$ cat src/source/cfg_net_pkg.sv
package cfg_net_pkg;

  // serial packet field widths
  localparam int id_width       = 4;  // node id field
  localparam int len_width      = 8;  // packet length field
  localparam int frame_len      = 8;  // payload bits between two framing bits
  localparam int frame_bit_size = 1;  // framing field, always sent as zero
  localparam int valid_bit_size = 2;  // start marker

  // start marker as it sits in the lowest shift bits
  // bit 0 leaves the serializer first and is the zero
  localparam logic [valid_bit_size-1:0] valid_pattern = 2'b10;

  // shortest run of ones that returns a node to its default
  // covers both frame fields around the length plus the length itself
  localparam int reset_len = 2 * frame_bit_size + len_width;

  // request kinds on the word port
  typedef enum logic {
    req_write       = 1'b0,  // load one node register
    req_chain_reset = 1'b1   // ones burst, all nodes back to default
  } req_kind_e;

endpackage

$ cat src/source/cfg_packet_serializer.sv
`timescale 1ns/1ps

module cfg_packet_serializer #(
  parameter int data_bits   = 12,
  parameter int req_credits = 4
) (
  input  logic                              clk,
  input  logic                              cfg_reset,
  input  logic                              req_valid,
  input  cfg_net_pkg::req_kind_e            req_kind,
  input  logic [cfg_net_pkg::id_width-1:0]  req_node,
  input  logic [data_bits-1:0]              req_data,
  output logic                              req_credit,  // one pulse per dequeued entry
  output logic                              cfg_bit      // serial line to the first node
);
  import cfg_net_pkg::*;

  // framed payload, msb is always a framing bit
  localparam int rx_len    = data_bits + data_bits / frame_len + frame_bit_size;
  localparam int pkt_len   = rx_len + 3 * frame_bit_size + id_width + len_width + valid_bit_size;
  localparam int tx_len    = reset_len + pkt_len;  // chain reset burst length
  localparam int ptr_w     = (req_credits > 1) ? $clog2(req_credits) : 1;
  localparam int cnt_w     = $clog2(req_credits + 1);
  localparam int len_cnt_w = $clog2(tx_len);
  localparam logic [len_width-1:0] len_field = len_width'(pkt_len);

  // request queue storage
  req_kind_e              q_kind [req_credits];
  logic [id_width-1:0]    q_node [req_credits];
  logic [data_bits-1:0]   q_data [req_credits];
  logic [ptr_w-1:0]       wr_ptr, rd_ptr;
  logic [cnt_w-1:0]       q_count;
  logic                   q_empty, q_full;

  logic                   tx_busy;     // a packet or reset burst is on the line
  logic [len_cnt_w-1:0]   bits_left;   // bits after the one now on cfg_bit
  logic [tx_len-1:0]      tx_sreg;     // outgoing bits, lsb is on the wire
  logic                   tx_last, tx_start;
  logic                   head_is_reset;
  logic [tx_len-1:0]      head_image;  // wire image of the queue head

  // spread payload bits over the frame layout
  function automatic logic [rx_len-1:0] frame_payload(input logic [data_bits-1:0] d);
    logic [rx_len-1:0] rx;
    rx = '0;  // framing positions stay zero
    for (int i = 0; i < rx_len - 1; i++) begin
      if ((i + 1) % (frame_len + frame_bit_size) != 0) begin
        rx[i] = d[i - i / (frame_len + frame_bit_size)];
      end
    end
    return rx;
  endfunction

  function automatic logic [ptr_w-1:0] ptr_inc(input logic [ptr_w-1:0] p);
    return (p == ptr_w'(req_credits - 1)) ? '0 : p + 1'b1;  // wrap at queue depth
  endfunction

  assign q_empty  = (q_count == '0);
  assign q_full   = (q_count == cnt_w'(req_credits));
  assign tx_last  = tx_busy && (bits_left == '0);
  assign tx_start = !q_empty && (!tx_busy || tx_last);  // back to back after the last bit

  assign head_is_reset = (q_kind[rd_ptr] == req_chain_reset);

  always_comb begin
    head_image = '0;
    if (head_is_reset) begin
      head_image = '1;  // ones for reset_len plus one packet length
    end else begin
      // least significant field leaves first
      head_image[pkt_len-1:0] = {frame_payload(q_data[rd_ptr]),
                                 {frame_bit_size{1'b0}}, q_node[rd_ptr],
                                 {frame_bit_size{1'b0}}, len_field,
                                 {frame_bit_size{1'b0}}, valid_pattern};
    end
  end

  always_ff @(posedge clk) begin
    if (req_valid) begin
      q_kind[wr_ptr] <= req_kind;
      q_node[wr_ptr] <= req_node;
      q_data[wr_ptr] <= req_data;
    end
  end

  always_ff @(posedge clk) begin
    if (cfg_reset) begin
      wr_ptr     <= '0;
      rd_ptr     <= '0;
      q_count    <= '0;
      tx_busy    <= 1'b0;
      bits_left  <= '0;
      tx_sreg    <= '0;
      req_credit <= 1'b0;
    end else begin
      req_credit <= tx_start;  // credit goes back as the entry leaves
      if (req_valid) wr_ptr <= ptr_inc(wr_ptr);
      if (tx_start) rd_ptr <= ptr_inc(rd_ptr);
      q_count <= q_count + cnt_w'(req_valid) - cnt_w'(tx_start);

      if (tx_start) begin
        tx_busy   <= 1'b1;
        tx_sreg   <= head_image;
        bits_left <= head_is_reset ? len_cnt_w'(tx_len - 1) : len_cnt_w'(pkt_len - 1);
      end else begin
        tx_sreg <= tx_sreg >> 1;  // zeros fill behind, line idles low
        if (tx_last) begin
          tx_busy <= 1'b0;
        end else if (tx_busy) begin
          bits_left <= bits_left - 1'b1;
        end
      end
    end
  end

  assign cfg_bit = tx_sreg[0];

  // upstream must hold a credit for every request
  a_queue_no_overflow: assert property (@(posedge clk) disable iff (cfg_reset)
    req_valid |-> !q_full)
    else $error("request queue written while full");

  // image is exactly consumed when the burst ends
  a_idle_line_low: assert property (@(posedge clk) disable iff (cfg_reset)
    !tx_busy |-> !cfg_bit)
    else $error("cfg_bit high while the serializer is idle");

endmodule

$ cat src/source/config_node.sv
`timescale 1ns/1ps

module config_node #(
  parameter int                   node_id       = 0,
  parameter int                   data_bits     = 12,
  parameter logic [data_bits-1:0] default_value = '0
) (
  input  logic                 clk,
  input  logic                 cfg_reset,
  input  logic                 cfg_bit,      // from serializer or previous node
  output logic                 cfg_bit_out,  // oldest shift bit to the next node
  output logic [data_bits-1:0] data_o        // configuration register
);
  import cfg_net_pkg::*;

  localparam int rx_len      = data_bits + data_bits / frame_len + frame_bit_size;
  localparam int pkt_len     = rx_len + 3 * frame_bit_size + id_width + len_width + valid_bit_size;
  localparam int shift_width = pkt_len;  // one whole packet fits
  localparam int num_frames  = rx_len - data_bits;  // framing bits inside the payload
  localparam int frame_step  = frame_len + frame_bit_size;
  localparam logic [len_width-1:0] len_field = len_width'(pkt_len);
  localparam logic [len_width-1:0] skip_len  = len_width'(pkt_len - valid_bit_size);

  // packet layout, msb first
  typedef struct packed {
    logic [rx_len-1:0]         rx;      // framed payload
    logic [frame_bit_size-1:0] f2;
    logic [id_width-1:0]       id;
    logic [frame_bit_size-1:0] f1;
    logic [len_width-1:0]      len;
    logic [frame_bit_size-1:0] f0;
    logic [valid_bit_size-1:0] marker;  // start marker in the lowest bits
  } node_pkt_s;

  // same bits seen as fields or as a plain run for the ones detector
  typedef union packed {
    node_pkt_s              pkt;
    logic [shift_width-1:0] raw;
  } node_shift_u;

  node_shift_u           shift_r;
  logic [len_width-1:0]  bypass_cnt;  // nonzero while a packet interior passes
  logic                  chain_reset;
  logic                  marker_seen, len_ok, pkt_valid, id_match, write_en;
  logic [data_bits-1:0]  payload;     // rx with framing removed
  logic [num_frames-1:0] rx_frames;   // framing bits taken out of rx

  assign chain_reset = &shift_r.raw[reset_len-1:0];           // run of ones
  assign marker_seen = (shift_r.pkt.marker == valid_pattern);
  assign len_ok      = (shift_r.pkt.len == len_field);         // rejects the front of a ones run
  assign pkt_valid   = (bypass_cnt == '0) && marker_seen && len_ok;
  assign id_match    = (shift_r.pkt.id == id_width'(node_id));
  assign write_en    = pkt_valid && id_match;

  // drop a framing bit after every frame_len payload bits
  for (genvar i = 0; i < rx_len - 1; i++) begin : g_deframe
    if ((i + 1) % frame_step != 0) begin : g_data
      assign payload[i - i / frame_step] = shift_r.pkt.rx[i];
    end else begin : g_frame
      assign rx_frames[i / frame_step] = shift_r.pkt.rx[i];
    end
  end
  assign rx_frames[num_frames-1] = shift_r.pkt.rx[rx_len-1];  // msb framing bit

  always_ff @(posedge clk) begin
    if (cfg_reset) begin
      shift_r    <= '0;
      bypass_cnt <= '0;
      data_o     <= default_value;
    end else begin
      shift_r.raw <= {cfg_bit, shift_r.raw[shift_width-1:1]};  // new bit enters at the top
      if (chain_reset) begin
        bypass_cnt <= '0;
        data_o     <= default_value;
      end else if (pkt_valid) begin
        bypass_cnt <= skip_len;  // every node skips the body, addressed or not
        if (id_match) data_o <= payload;
      end else if (bypass_cnt != '0) begin
        bypass_cnt <= bypass_cnt - 1'b1;
      end
    end
  end

  assign cfg_bit_out = shift_r.raw[0];

  // the serializer inserts zero framing everywhere
  a_frames_zero: assert property (@(posedge clk) disable iff (cfg_reset)
    write_en |-> (shift_r.pkt.f0 == '0) && (shift_r.pkt.f1 == '0) &&
                 (shift_r.pkt.f2 == '0) && (rx_frames == '0))
    else $error("node %0d matched a packet with nonzero framing bits", node_id);

endmodule

$ cat src/source/cfg_change_reporter.sv
`timescale 1ns/1ps

module cfg_change_reporter #(
  parameter int num_nodes   = 4,
  parameter int data_bits   = 12,
  parameter int evt_credits = 2
) (
  input  logic                             clk,
  input  logic                             cfg_reset,
  input  logic [num_nodes*data_bits-1:0]   node_data,   // all node registers, node 0 lowest
  input  logic                             evt_credit,  // one credit back per pulse
  output logic                             evt_valid,
  output logic [cfg_net_pkg::id_width-1:0] evt_node,
  output logic [data_bits-1:0]             evt_data
);
  import cfg_net_pkg::*;

  localparam int cred_w = $clog2(evt_credits + 1);

  logic [num_nodes*data_bits-1:0] prev_data;   // node values one cycle ago
  logic [num_nodes-1:0]           changed;     // differs from last cycle
  logic [num_nodes-1:0]           pending;     // changed but not yet reported
  logic [num_nodes-1:0]           grant;       // one hot, node reported this cycle
  logic [cred_w-1:0]              credit_cnt;
  logic [id_width-1:0]            sel_idx;     // lowest pending node
  logic                           sel_any;
  logic                           take;        // an event goes out next cycle

  always_comb begin
    for (int i = 0; i < num_nodes; i++) begin
      changed[i] = (node_data[i*data_bits +: data_bits] != prev_data[i*data_bits +: data_bits]);
    end
  end

  // scan from the top so the lowest index wins
  always_comb begin
    sel_idx = '0;
    sel_any = 1'b0;
    for (int i = num_nodes - 1; i >= 0; i--) begin
      if (pending[i]) begin
        sel_idx = id_width'(i);
        sel_any = 1'b1;
      end
    end
  end

  assign take  = sel_any && (credit_cnt != '0);  // back-pressure holds pending bits
  assign grant = num_nodes'(take) << sel_idx;

  always_ff @(posedge clk) begin
    prev_data <= node_data;
  end

  always_ff @(posedge clk) begin
    if (cfg_reset) begin
      pending    <= '0;
      credit_cnt <= cred_w'(evt_credits);
      evt_valid  <= 1'b0;
    end else begin
      // a change in the grant cycle is covered by the sampled value
      pending    <= (pending | changed) & ~grant;
      credit_cnt <= credit_cnt + cred_w'(evt_credit) - cred_w'(take);
      evt_valid  <= take;
    end
  end

  always_ff @(posedge clk) begin
    if (take) begin
      evt_node <= sel_idx;
      evt_data <= node_data[sel_idx*data_bits +: data_bits];  // current value
    end
  end

  // consumer returns only credits it was given
  a_credit_bound: assert property (@(posedge clk) disable iff (cfg_reset)
    credit_cnt <= cred_w'(evt_credits))
    else $error("event credit count above its initial value");

endmodule

$ cat src/source/cfg_net_top.sv
`timescale 1ns/1ps

module cfg_net_top #(
  parameter int                             num_nodes     = 4,
  parameter int                             data_bits     = 12,
  parameter logic [num_nodes*data_bits-1:0] node_defaults = {12'h5a5, 12'h0f0, 12'h3c3, 12'h81e},
  parameter int                             req_credits   = 4,
  parameter int                             evt_credits   = 2
) (
  input  logic                             clk,
  input  logic                             cfg_reset,
  // word request port
  input  logic                             req_valid,
  input  cfg_net_pkg::req_kind_e           req_kind,
  input  logic [cfg_net_pkg::id_width-1:0] req_node,
  input  logic [data_bits-1:0]             req_data,
  output logic                             req_credit,
  // change event port
  output logic                             evt_valid,
  output logic [cfg_net_pkg::id_width-1:0] evt_node,
  output logic [data_bits-1:0]             evt_data,
  input  logic                             evt_credit,
  output logic [num_nodes*data_bits-1:0]   node_data   // node registers, node 0 lowest
);

  logic [num_nodes:0] cfg_chain;  // serial line, one tap per node boundary

  cfg_packet_serializer #(
    .data_bits   (data_bits),
    .req_credits (req_credits)
  ) u_serializer (
    .clk        (clk),
    .cfg_reset  (cfg_reset),
    .req_valid  (req_valid),
    .req_kind   (req_kind),
    .req_node   (req_node),
    .req_data   (req_data),
    .req_credit (req_credit),
    .cfg_bit    (cfg_chain[0])
  );

  // node id follows chain position
  for (genvar n = 0; n < num_nodes; n++) begin : g_node
    config_node #(
      .node_id       (n),
      .data_bits     (data_bits),
      .default_value (node_defaults[n*data_bits +: data_bits])
    ) u_node (
      .clk         (clk),
      .cfg_reset   (cfg_reset),
      .cfg_bit     (cfg_chain[n]),
      .cfg_bit_out (cfg_chain[n+1]),  // last tap is the chain end
      .data_o      (node_data[n*data_bits +: data_bits])
    );
  end

  cfg_change_reporter #(
    .num_nodes   (num_nodes),
    .data_bits   (data_bits),
    .evt_credits (evt_credits)
  ) u_reporter (
    .clk        (clk),
    .cfg_reset  (cfg_reset),
    .node_data  (node_data),
    .evt_credit (evt_credit),
    .evt_valid  (evt_valid),
    .evt_node   (evt_node),
    .evt_data   (evt_data)
  );

endmodule

$ cat config.mk
export PLATFORM = sky130hd
export DESIGN_NAME = cfg_net_top
export DESIGN_NICKNAME = d
export VERILOG_FILES = /design/src/source/cfg_net_pkg.sv /design/src/source/cfg_packet_serializer.sv /design/src/source/config_node.sv /design/src/source/cfg_change_reporter.sv /design/src/source/cfg_net_top.sv
export SDC_FILE = /design/constraint.sdc
export NUM_CORES = 1
export LEC_CHECK = 0
export ABC_AREA = 1
export BUFFER_PORTS_ARGS = -buffer_cell sky130_fd_sc_hd__clkbuf_2
export CORE_MARGIN = 1
export CORE_UTILIZATION = 46
export CTS_CLUSTER_DIAMETER = 30
export DETAILED_ROUTE_END_ITERATION = 10
export PLACE_DENSITY = 0.59
export RECOVER_POWER = 50
export SLEW_MARGIN = 30
export SYNTH_ARGS = -nofsm -noshare
export SYNTH_HDL_FRONTEND = slang
export SYNTH_SLANG_ARGS = --single-unit
$ cat constraint.sdc
create_clock -name clk -period 7.6 [get_ports clk]
set_input_delay 1.14 -clock clk [delete_from_list [all_inputs] [get_ports clk]]
set_output_delay 1.14 -clock clk [all_outputs]
set_load 0.02 [all_outputs]
Yosys cells after proc, flatten, opt, wreduce, memory -nomap -nowiden
Memory sizes are Yosys's and may differ from the RTL's. A register that Yosys moved wholly into a read port is not among the register bits.
Index checks and enable logic that the tools add are counted.
{ "totals": {"n_memories": 3, "register_bits": 331, "input_bits": 21, "word_cells": 154, "mem_bits_rw": 68, "output_inout_bits": 66} }
{ "classes": {"n_eq_ne": 18, "n_shift": 2, "muxes": 35, "mul": 1, "n_reduce_logical": 50, "n_addsub": 11, "n_bitwise": 4} }
{ "memory_table": {"columns": ["name", "depth", "word_bits", "rd", "rd_clocked_by_memory_dff", "wr", "line", "rtl"], "rows": [
  ["u_serializer.q_data", 4, 12, 1, 1, 1, "cfg_packet_serializer.sv:30", "logic [data_bits-1:0] q_data [req_credits];"],
  ["u_serializer.q_node", 4, 4, 1, 1, 1, "cfg_packet_serializer.sv:29", "logic [id_width-1:0] q_node [req_credits];"],
  ["u_serializer.q_kind", 4, 1, 1, 1, 1, "cfg_packet_serializer.sv:28", "req_kind_e q_kind [req_credits];"]
]} }
{ "ops": {"columns": ["operator", "count"], "rows": [
  ["$ne A12 B12 Y1", 4],
  ["$shiftx A48 B9 Y12", 1],
  ["$mux W40", 1],
  ["$mux W5", 8],
  ["$reduce_and A10 Y1", 4],
  ["$eq A8 B5 Y1 const B", 4],
  ["$logic_not A8 Y1", 4],
  ["$reduce_bool A8 Y1", 4],
  ["$sub A8 B1 Y8 const B", 4],
  ["$mux W31", 1],
  ["$mux W2", 12],
  ["$mux W6", 4],
  ["$reduce_bool A2 Y1", 7],
  ["$eq A2 B2 Y1 const B", 6],
  ["$reduce_or A3 Y1", 4],
  ["$logic_and A1 B1 Y1", 11],
  ["$mux W10", 1],
  ["$reduce_and A2 Y1", 5],
  ["$reduce_or A2 Y1", 5],
  ["$eq A4 B2 Y1 const B", 2],
  ["$mux W1", 8],
  ["$logic_not A6 Y1", 1],
  ["$sub A6 B1 Y6 const B", 1],
  ["$add A2 B1 Y2 const B", 2],
  ["16 further kinds", 17]
]} }

Longest topological paths before layout
{ "logic_depth": {"word_depth": 8, "depth_mapped": 15, "ltp_nobuf": 14} }

Modules after synthesis
From an unflattened synthesis, not the netlist that was laid out.
{ "unflattened": {"hier_cells": 1857, "area_unflattened_um2": 15720.1} }
{ "by_module_without_submodules": {"columns": ["mod", "area_per_inst_um2", "seq_area_each_um2", "cells_per_inst", "n_inst"], "rows": [
  ["cfg_packet_serializer", 4723.3, 3203.1, 431, 1],
  ["cfg_change_reporter", 3094.2, 1521.5, 425, 1],
  ["config_node at g_node[2].u_node", 1981.9, 1021.0, 254, 1],
  ["config_node at g_node[0].u_node", 1980.6, 1021.0, 251, 1],
  ["config_node at g_node[1].u_node", 1970.6, 1021.0, 248, 1],
  ["config_node at g_node[3].u_node", 1969.4, 1021.0, 248, 1]
]} }

Worst setup path after synthesis
No wires, ideal clock.
{ "synth_path": {"path_type": "reg-to-reg", "from": "register u_serializer.bits_left[0]", "to": "register u_serializer.q_count[2]", "path_buffers": 1, "stages_incl_launch_ff": 16, "setup_time_ns": 0.071, "required_ns": 7.529, "slack_ns": 5.200, "arrival_ns": 2.329, "period_less_slack_ns": 2.400, "cell_sequence": "dfxtp_1 > inv_1 > ha_1 > inv_1 > nor2_2 > nand3_1 > nand2_4 > nand2_4 > inv_4 > buf_6 > nand2_1 > o21ai_0 > ha_1 > fa_1 > or2_2 > a21oi_1"} }
{ "synth_via": {"elab_chain_cells": 5} }
{ "synth_lines": {"columns": ["item", "line", "rtl"], "rows": [
  ["from (decl)", "cfg_packet_serializer.sv:36", "logic [len_cnt_w-1:0] bits_left;"],
  ["from (signal assigned)", "cfg_packet_serializer.sv:104", "bits_left <= head_is_reset ? len_cnt_w'(tx_len - 1) : len_cnt_w'(pkt_len - 1);"],
  ["from (signal assigned)", "cfg_packet_serializer.sv:110", "bits_left <= bits_left - 1'b1;"],
  ["$logic_not A6 Y1", "cfg_packet_serializer.sv:60", "assign tx_last = tx_busy && (bits_left == '0);"],
  ["$logic_and A1 B1 Y1", "cfg_packet_serializer.sv:60", null],
  ["$logic_or A1 B1 Y1", "cfg_packet_serializer.sv:61", "assign tx_start = !q_empty && (!tx_busy || tx_last);"],
  ["$logic_and A1 B1 Y1", "cfg_packet_serializer.sv:61", null],
  ["$sub A3 B1 Y3", "cfg_packet_serializer.sv:99", "q_count <= q_count + cnt_w'(req_valid) - cnt_w'(tx_start);"],
  ["to (signal assigned)", "cfg_packet_serializer.sv:99", null],
  ["to (decl)", "cfg_packet_serializer.sv:32", "logic [cnt_w-1:0] q_count;"]
]} }
Every way passes these cells.
A chain may end at the register's enable or synchronous reset.

Worst setup path in the final report
{ "layout_path": {"from": "input cfg_reset", "to": "register g_node[1].u_node.data_o[11]"} }
{ "layout_via": {"elab_chain_cells": 1} }
{ "layout_lines": {"columns": ["item", "line", "rtl"], "rows": [
  ["from (decl)", "cfg_net_top.sv:11", "input logic cfg_reset,"],
  ["$reduce_or A2 Y1 (no line)", null, null],
  ["to (signal assigned)", "config_node.sv:69", "data_o <= default_value;"],
  ["to (signal assigned)", "config_node.sv:74", "data_o <= default_value;"],
  ["to (signal assigned)", "config_node.sv:77", "if (id_match) data_o <= payload;"],
  ["to (decl)", "config_node.sv:12", "output logic [data_bits-1:0] data_o"]
]} }
Every way passes these cells.

==> results.cfg <==
[status]
outcome = finished with violations
violations = max-capacitance violations, max-slew violations

[global_routing]
grtUsageTotal_pct = 19.4
grt_overflow = 0
grt_max_degree = 102
antenna_found_initial = 0
grt_pass1_vias = 10548
grt_pass1_wl_um = 51600

[timing]
slew_headroom_pct = -28.9
timing.final.crit_share_pct = 55.7
slew_violations = 43
clock_skew_ns = 0.0255
max_freq_mhz = 236
fin_hold_ws_ns = 0.374
final-setup-viol-count = 0
min_period_ns = 4.23
hold_viol = 0
grt_setup_unrepaired = no
finalSetupTns_ns = 0
worst_slew_pin_slew_ns = 1.93

[yosys]
ys_top_cells_by_area = dfxtp_1 (43%), edfxtp_1 (17%), nor2_1 (9.8%)
synth_top_area_cell = dfxtp_1
syn_area_per_cell_um2 = 8.73
synthAdderAreaFrac_pct = 1.23
synth-simple-area-share_pct = 22.8
yosys_warnings = 0
synth-xor-area-share_pct = 2.07
synth-main-ff-cell = dfxtp_1
synth_mux_area_share_pct = 0
ys_ff_latch = 399
synth.yosys.seq_area_share_pct = 59.4
synth_area_mm2 = 0.0148
synthArstFlopShare_pct = 0
yosysTopAreaCellShare_pct = 42.8
synth_compound_area_share_pct = 6.17
synth_cells = 1700
synth_top_family_by_area = simple AND/OR/NAND/NOR gates
ys_types = 40
synth-edff-count = 82

[die]
fp.dieArea_mm2 = 0.0330
die_height_um = 182
core.rowCount = 65
ios = 87
die_w_um = 182
start_util_pct = 46.9
core_mm2 = 0.0316

[critical_path]
worstSetupPathType = in2reg
end_kind = flop
cpMostUsedCell = inv_1
cp.arrival_ns = 4.68
worstSetupStartpointType = input pin
cp_cell_sequence = clkbuf_1 > inv_1 > nand2_1 > inv_1 > o21ai_0 > nor2_1
max_stage_delay_ns = 1.35
path_max_fanout = 42
critPathSlowestCell = clkbuf_1
worstPathRequired_ns = 8.04

[cells_and_area]
fin_area_mm2 = 0.0185
area_delta_synth_final_pct = 24.9
layout.cells.non_filler = 2293
drive_gt1_share_pct = 14.4
insertedDiodeCount = 0
nets = 1854

[placement]
portBuffers = 84
dp_cells = 2135
dp_hpwl_um = 19700
post_dp_cell_area_mm2 = 0.0155
gp_congestion = 0.825

[pwr]
comb_power_share_pct = 15.9
seqPwrFrac_pct = 33.2
power_frac_clock_pct = 51.0
sw_frac_of_total_pct = 27.9
p_switching_mw = 2.10
finalPower_mw = 7.53
irDropWorstVdd_mv = 0.210
p_int_mw = 5.43
p_leak_nw = 7.82
p_per_area_mw_per_mm2 = 406

[detailed_routing]
drtIter0Drc = 574
drt-pass1-iter-count = 5
routed_wl_um = 31300
avgViaCountPerCell = 4.78
drtAntennaViolNets = 0
vias = 10955
drc_errors = 0
wire_per_inst_um = 13.6

[clock_tree]
cts_root_buffer = clkbuf_16
post_cts_buffers = 0
numCtsBuffers = 84
cts.sinks = 399
htreeDepth = 3
hold_buffers = 0
path_clk_slew_ns = 0.05
cts.path.max_buffers = 3
cts_tree = yes
clk_latency_ns = 0.58
cts.repair.resized = 0

[flow_run]
drv_cap = 1

[min_path]
min_path_type = reg2reg
layout make-up:
class,instances,area [um2]
clock buffer,100,2330
clock inverter,58,737
fill,2771,13100
inverter,250,941
multi-input combinational,995,4780
sequential,399,8810
tap,402,503
timing repair buffer,89,434
metrics by stage:
| step | util [%] | setup slack [ns] |
|---|---|---|
| 3_5_place_dp | 49.0 | 4.60 |
| 5_1_grt | 58.6 | 3.02 |
| 4_1_cts | 58.7 | 4.93 |
| 6_report | 58.6 | 3.37 |
| 2_1_floorplan | - | 5.20 |
| 3_3_place_gp | 49.0 | 4.61 |
routing by layer:
layer  share of wire [%]  global-route usage [%]  vias up
met5                   0                       0        -
met4                 2.9                    8.47        0
met3                 4.1                    4.11       80
met2                  46                    31.3      209
met1                  47                    25.1     5046
li1                    -                       -     5620
registers in the layout (all words and copies together) (netlist names), 3 cells and up, named ones only:
signal                    flops
u_serializer.tx_sreg         41
u_serializer.bits_left        6
g_node.u_node.shift_r       124
u_reporter.evt_data          12
u_serializer.q_node          16
u_reporter.pending            4
u_reporter.prev_data         48
u_serializer.q_count          3
u_serializer.q_data          48
g_node.u_node.data_o         48
u_serializer.q_kind           4
g_node.u_node.bypass_cnt     32
cells by family (layout without fill, tap and decap cells):
family          count (synthesis)  count (layout)
compound gates                177             177
flops                         399             399
other cells                     1               2
buf+inv                       307             497
fa+ha+maj                      14              14
xor+xnor                       35              35
simple gates                  767             767
worst max-delay path: cells and delay by family:
family	cells	cell delay, ns
simple gates	2	0.48
buf+inv	3	2.83
compound gates	1	0.17
layout by cell type, fill, tap and decap left out, types with 7 or more instances in the layout:
master and n:
o21ai_1 11, dfxtp_1 317, clkbuf_16 89, a21oi_1 48, or2_2 18, nand2_1 204, clkbuf_1 25, nor3_1 13
nand4_1 46, nor2_1 388, clkinv_2 9, inv_6 11, edfxtp_1 82, ha_1 13, xor2_1 15, o22ai_1 20
xnor2_1 20, clkinv_4 7, bufinv_16 13, clkinvlp_4 13, inv_1 244, nand3_1 64, o21ai_0 96, clkbuf_2 65
cell usage after synthesis (all sizes together), types with 13 or more instances:
library cell    n
ha             13
nand3          71
xnor2          20
dfxtp         317
nor3           15
nand2         209
o21ai         107
nor2          400
inv           250
o22ai          20
edfxtp         82
or2            20
xor2           15
a21oi          48
buf            29
nand4          47
clkbuf         28
final timing paths:
| kind | start | to | slack (ns) | cells past startpoint |
|---|---|---|---|---|
| worst max register to register | u_reporter.pending[2] | u_reporter.evt_data[6] | 4.73 | 8 |
| worst min register to register | g_node[2].u_node.data_o[9] | u_reporter.prev_data[33] | 0.37 | 0 |
| worst min-delay path | g_node[2].u_node.data_o[9] | u_reporter.prev_data[33] | 0.37 | 0 |
| worst max-delay path | cfg_reset | g_node[1].u_node.data_o[11] | 3.37 | 6 |
power by group through the flow:
stage               sequential [mW]  clock, mW  combinational (mW)
floorplan                      2.51          0                1.01
global placement               2.53          0                1.19
detailed placement             2.54          0                1.21
CTS                            2.50       3.90                1.21
global route                   2.52       4.02                1.38
finish                         2.50       3.84                1.19
Note: power is estimated with default switching activity, not from simulation.
